<file path="config.mk">
export PLATFORM = sky130hd
export DESIGN_NAME = tx_buffer_ctrl
export DESIGN_NICKNAME = d
export VERILOG_FILES = /design/src/nts_tx_pkg.sv /design/src/tx_buffer_ctrl.sv
export SDC_FILE = /design/constraint.sdc
export NUM_CORES = 1
export LEC_CHECK = 0
export BUFFER_PORTS_ARGS = -buffer_cell sky130_fd_sc_hd__buf_4
export CORE_AREA = 4 4 239 241
export CTS_BUF_LIST = sky130_fd_sc_hd__clkbuf_16
export CTS_CLUSTER_SIZE = 10
export DETAILED_ROUTE_END_ITERATION = 8
export DIE_AREA = 0 0 243 245
export PLACE_DENSITY_LB_ADDON = 0.15
export SYNTH_ARGS = -nofsm -noshare
export SYNTH_HDL_FRONTEND = slang
export SYNTH_SLANG_ARGS = --single-unit
</file>
<file path="constraint.sdc">
create_clock -name i_clk -period 2.94 [get_ports i_clk]
set_clock_uncertainty 0.15 [all_clocks]
set_input_delay 0.147 -clock i_clk [delete_from_list [all_inputs] [get_ports i_clk]]
set_output_delay 0.147 -clock i_clk [all_outputs]
set_load 0.05 [all_outputs]
</file>
<file path="src/nts_tx_pkg.sv">
`default_nettype none

package nts_tx_pkg;

  // Bytes carried by one buffer word
  localparam int WORD_BYTES = 8;

  // Life cycle of one packet bank
  typedef enum logic [1:0] {
    BANK_EMPTY    = 2'd0,
    BANK_HAS_DATA = 2'd1,
    BANK_FIFO_OUT = 2'd2
  } bank_state_e;

  // Parser strobes, already routed to the parser bank
  typedef struct packed {
    logic        write_en;
    logic [63:0] write_data;
    logic        read_en;
    logic        update_length;
    logic        done;
    logic        clear;
  } parser_cmd_t;

  // Strobes towards the bank acting as FIFO
  typedef struct packed {
    logic rd_en;
    logic packet_read;
    logic start;
  } dispatch_cmd_t;

  // What each bank reports back
  typedef struct packed {
    bank_state_e state;
    logic        full;
    logic        fifo_empty;
    logic [3:0]  bytes_last_word;
    logic [63:0] fifo_data;
    logic [63:0] read_data;
  } bank_status_t;

endpackage

`default_nettype wire

</file>
<file path="src/tx_buffer_ctrl.sv">
`timescale 1ns/100ps
`default_nettype none

module tx_buffer_ctrl #(
  parameter int ADDR_WIDTH = 8
) (
  input  wire                          i_clk,
  input  wire                          i_areset,
  input  wire                          i_write_en,
  input  wire [63:0]                   i_write_data,
  input  wire                          i_read_en,
  input  wire                          i_update_length,
  input  wire                          i_parser_done,
  input  wire                          i_parser_clear,
  input  wire                          i_dispatch_tx_fifo_rd_en,
  input  wire                          i_dispatch_tx_packet_read,
  input  wire nts_tx_pkg::bank_status_t i_status0,
  input  wire nts_tx_pkg::bank_status_t i_status1,
  output nts_tx_pkg::parser_cmd_t      o_parser_cmd0,
  output nts_tx_pkg::parser_cmd_t      o_parser_cmd1,
  output nts_tx_pkg::dispatch_cmd_t    o_dispatch_cmd0,
  output nts_tx_pkg::dispatch_cmd_t    o_dispatch_cmd1,
  output logic [63:0]                  o_read_data,
  output logic                         o_error,
  output logic                         o_parser_current_empty,
  output logic                         o_parser_current_memory_full,
  output logic                         o_dispatch_tx_packet_available,
  output logic                         o_dispatch_tx_fifo_empty,
  output logic [63:0]                  o_dispatch_tx_fifo_rd_data,
  output logic [3:0]                   o_dispatch_tx_bytes_last_word
);

  logic                     parser_sel;
  logic                     swap;
  logic                     bad_input;
  nts_tx_pkg::bank_status_t parser_status;
  nts_tx_pkg::bank_status_t fifo_status;
  nts_tx_pkg::parser_cmd_t  parser_cmd;
  nts_tx_pkg::dispatch_cmd_t fifo_cmd;

  //----------------------------------------
  // Role selection and swap
  //----------------------------------------

  assign parser_status = parser_sel ? i_status1 : i_status0;
  assign fifo_status   = parser_sel ? i_status0 : i_status1;

  assign swap = (parser_status.state == nts_tx_pkg::BANK_FIFO_OUT) &&
                (fifo_status.state == nts_tx_pkg::BANK_EMPTY);

  assign bad_input = (parser_status.state == nts_tx_pkg::BANK_EMPTY) &&
                     (i_read_en || i_update_length || i_parser_done);

  always_ff @(posedge i_clk or posedge i_areset) begin
    if (i_areset) begin
      parser_sel <= 1'b0;
      o_error    <= 1'b0;
    end else begin
      if (swap) begin
        parser_sel <= ~parser_sel;
      end
      o_error <= bad_input;
    end
  end

  //----------------------------------------
  // Command routing
  //----------------------------------------

  always_comb begin
    parser_cmd.write_en      = i_write_en;
    parser_cmd.write_data    = i_write_data;
    parser_cmd.read_en       = i_read_en;
    parser_cmd.update_length = i_update_length;
    parser_cmd.done          = i_parser_done;
    parser_cmd.clear         = i_parser_clear;

    fifo_cmd.rd_en       = i_dispatch_tx_fifo_rd_en;
    fifo_cmd.packet_read = i_dispatch_tx_packet_read;
    fifo_cmd.start       = 1'b0;

    o_parser_cmd0   = parser_sel ? '0 : parser_cmd;
    o_parser_cmd1   = parser_sel ? parser_cmd : '0;
    o_dispatch_cmd0 = parser_sel ? fifo_cmd : '0;
    o_dispatch_cmd1 = parser_sel ? '0 : fifo_cmd;

    // Start goes to the parser bank that turns into the FIFO
    o_dispatch_cmd0.start = swap && !parser_sel;
    o_dispatch_cmd1.start = swap && parser_sel;
  end

  // Idle bank always reports zero, so a read survives a swap
  assign o_read_data = i_status0.read_data | i_status1.read_data;

  assign o_parser_current_empty         = parser_status.state == nts_tx_pkg::BANK_EMPTY;
  assign o_parser_current_memory_full   = parser_status.full;
  assign o_dispatch_tx_packet_available = fifo_status.state == nts_tx_pkg::BANK_FIFO_OUT;
  assign o_dispatch_tx_fifo_empty       = fifo_status.fifo_empty;
  assign o_dispatch_tx_fifo_rd_data     = fifo_status.fifo_data;
  assign o_dispatch_tx_bytes_last_word  = fifo_status.bytes_last_word;

endmodule

`default_nettype wire

</file>
[After elaboration in Yosys (flattened, before gate mapping)]
Cells that the tools add are included.
Word-level totals
  bits of input ports: 345
  bits in registers: 2
Cells by class
  multiplexer cells: 6
  bitwise logic cells: 2
  reductions and logical operators: 9
  eq/ne operators: 2
Operator list (count)
  136-bit two-way mux: 2
  69-bit two-way mux: 2
  64-bit OR: 1
  3-bit two-way mux: 2
  2-bit equality test (second input constant): 2
  1-bit logical AND: 4
  2-bit logical NOT: 2
  1-bit logical OR: 2
  1-bit logical NOT: 1
  1-bit NOT: 1

[Depth between registers and ports, before layout]
  depth after elaboration: 4
  mapped depth: 4
  depth with buffers taken out: 2

[Worst setup path before layout]
No wires, ideal clock.
  path type: reg2out
  start: reg parser_sel
  end: out o_dispatch_cmd1[0] (netlist bit)
  data required time: 2643 ps
  data arrival time: 2054 ps
  cell stages (with the launch flop): 4
  setup slack: 589 ps
  path through: dfrtp_1 buf_2 nand2_1 nor4_1
RTL lines
  start: declaration: RTL line tx_buffer_ctrl.sv:33  | logic parser_sel;
  start signal: assignment: RTL line tx_buffer_ctrl.sv:60  | parser_sel <= ~parser_sel;
  end: declaration: RTL line tx_buffer_ctrl.sv:22  | output nts_tx_pkg::dispatch_cmd_t o_dispatch_cmd1,

[Final worst setup path]
  start: reg parser_sel
  end: out o_dispatch_tx_fifo_rd_data[11]
On the way
  cells in the longest elaborated chain, start to end: 1
RTL lines
  136-bit two-way mux: RTL line tx_buffer_ctrl.sv:46  | assign fifo_status = parser_sel ? i_status0 : i_status1;
  end: declaration: RTL line tx_buffer_ctrl.sv:29  | output logic [63:0] o_dispatch_tx_fifo_rd_data,
No other way between the ends.

==> flow_metrics.env <==
export IMPL_clockBufferDepth=2
export IMPL_numCtsBuffers=3
export IMPL_setup_viol=0
export IMPL_cap_violations=0
export IMPL_finalInstanceArea_um2=8040
export IMPL_ios=626
export IMPL_fin_crit_ns=2.23
export IMPL_r2r_cells=3
export IMPL_hpwl_mm=20.1
export IMPL_syn_inst=316
export IMPL_grt_pass1_wl_mm=29.2
export IMPL_tightest_slew_ns=0.521
export IMPL_htreeDepth=1
export IMPL_cts_sinks=2
export IMPL_end_kind="output port"
export IMPL_placementRows=86
export IMPL_status="completed"
export IMPL_max_slew_margin_rel=0.653
export IMPL_slew_violations=0
export IMPL_wl_per_cell_um=13.4
export IMPL_r2r_start="parser_sel$_DFFE_PP0P_"
export IMPL_fin_nets=1278
export IMPL_cts_setup_buffers=0
export IMPL_fillers=6265
export IMPL_worst_ep_required_time_ns=2.64
export IMPL_wirelength_mm=22.0
export IMPL_layout_commonest_cell="buf_4"
export IMPL_worstSkewPairLatency_ns=0.22
export IMPL_hold_viol=0
export IMPL_gp_congestion=0.865
export IMPL_startpoint="parser_sel$_DFFE_PP0P_"
export IMPL_hold_class="in2reg"
export IMPL_setup_tns_ns=0
export IMPL_regToRegEndpoint="o_error$_DFF_PP0_"
export IMPL_layout_common_cells="buf_4 (632), and2_1 (71), mux2_2 (70)"
export IMPL_dpl_cell_area_um2=7950
export IMPL_yosys_warnings=0
export IMPL_worstPathArrival_ns=1.93
export IMPL_core_um2=54900
export IMPL_r2r_setup_slack_ns=1.28
export IMPL_synth_area_leader_cell="mux2_2"
export IMPL_gr_total_overflow=0
export IMPL_finalCritPeriodShare=0.758
export IMPL_grt_pass1_vias=4707
export IMPL_start_kind="flop"
export IMPL_syn_area_um2=2390
export IMPL_die_y_um=245
export IMPL_drt_initial_drc_count=65
export IMPL_p_per_area_nw_per_um2=287
export IMPL_clk_pin_slew_ns=0.03
export IMPL_root_buffer="clkbuf_16"
export IMPL_ant_nets=0
export IMPL_cts_tree="done"
export IMPL_synth_top_area_share=0.329
export IMPL_die_w_um=243
export IMPL_grt_max_degree=53
export IMPL_leakagePower_nw=4.04
export IMPL_synth_area_top_cells="mux2_2 (33%), and2_1 (19%), or2_2 (17%)"
export IMPL_cts_resized_gates=0
export IMPL_criticalPathCategory="reg2out"
export IMPL_port_buffers=625
export IMPL_area_growth_pct=236
export IMPL_grt_setup_unrepaired="false"
export IMPL_synth_nets=661
export IMPL_start_util=0.0436
export IMPL_hold_start="i_status1[135]"
export IMPL_hold_depth=2
export IMPL_synth_area_per_cell_um2=7.58
export IMPL_die_area_um2=59500
export IMPL_holdPathEnd="parser_sel$_DFFE_PP0P_"
export IMPL_ir_drop_mv=0.199
export IMPL_drc=0
export IMPL_ys_seq_elements=2
export IMPL_antenna_found_initial=1
export IMPL_yosysSeqAreaShare=0.0209
export IMPL_first_pass_iters=2
export IMPL_path_max_fanout=52
export IMPL_vias=4539
export IMPL_drt_vias_per_instance=2.77
export IMPL_max_freq_ghz=0.449
export IMPL_drive_above_1_share=0.832
export IMPL_grtUsageTotal=0.0638
export IMPL_synth_cell_types=22
==> layer usage <==
layer	global-route usage	wire, µm	share of wire
met5	0	0	0
met4	0.0104	219	0.010
met2	0.138	12900	0.59
met1	0.0559	6660	0.30
met3	0.0216	2190	0.10
==> area by class of cell <==
class / count / area (µm²) / area share
flip-flops and latches: 2 / 53.8 / 0.00669
well taps: 704 / 881 / 0.110
clock buffers: 3 / 75.1 / 0.00934
repair buffers: 636 / 4810 / 0.599
diodes: 1 / 2.50 / 0.000311
inverters: 2 / 7.51 / 0.000934
multi-input cells: 288 / 2200 / 0.274
clock inverters: 1 / 3.75 / 0.000467
==> worst max-delay path by stage <==
stage | endpoint | slack (ns)
floorplan | o_dispatch_cmd1[0] | 0.59
global placement | o_dispatch_tx_fifo_rd_data[1] | 0.90
detailed placement | o_dispatch_tx_fifo_rd_data[11] | 0.88
CTS | o_dispatch_tx_fifo_rd_data[11] | 0.64
global route | o_dispatch_cmd1[0] | 0.57
finish | o_dispatch_tx_fifo_rd_data[11] | 0.71
==> where the power goes <==
part / total, W / internal (W) / switching (W)
combinational: 0.00205 / 0.000800 / 0.00125
clock: 0.000206 / 0.000175 / 0.0000316
sequential: 0.0000453 / 0.0000303 / 0.0000150
==> critical path: stages (launching register included) <==
cell     delay [ns]
dfrtp_4        0.75
buf_12         0.31
mux2_2         0.38
buf_4          0.19
==> state kept, by name, indices dropped and copies added (netlist names) <==
name / count
parser_sel: 1
o_error: 1
==> kinds of logic after synthesis <==
| logic type | Yosys count | synth area share |
|---|---|---|
| muxes | 70 | 0.329 |
| buffers and inverters | 26 | 0.0596 |
| DFF | 2 | 0.0209 |
| AOI/OAI and AO/OA | 4 | 0.0152 |
| and+or+nand+nor | 214 | 0.575 |
==> cell usage after synthesis <==
cell type,count
or2_2,64
nand2_1,1
dfrtp_1,2
o31ai_1,1
buf_4,9
and2b_1,25
buf_2,3
nor2_1,1
a2bb2oi_1,1
or2_1,1
nor4_1,1
nor3_2,1
nor3b_1,2
buf_6,1
inv_1,2
mux2_2,70
nor3b_2,1
o32a_1,1
clkbuf_1,11
a32o_1,1
nor2b_1,46
and2_1,71
==> what timing repair did <==
item | CTS | global route
setup endpoints to repair | 0 | 0
hold buffers | 1 | 0
hold endpoints to repair | 2 | 0
==> stage by stage <==
step | setup slack [ns] | hold slack, ns | util | cells | total power, W
after floorplan | 0.589 | -0.262 | - | 316 | 0.00128
after global placement | 0.904 | -0.116 | 0.145 | 1631 | 0.00214
after detailed placement | 0.878 | -0.114 | 0.145 | 1631 | 0.00212
after CTS | 0.643 | 0.0243 | 0.146 | 1636 | 0.00234
after global routing | 0.567 | 0.0363 | 0.147 | 1637 | 0.00241
final | 0.710 | 0.0128 | 0.147 | 1637 | 0.00230
Power figures use the tool's default switching activity.
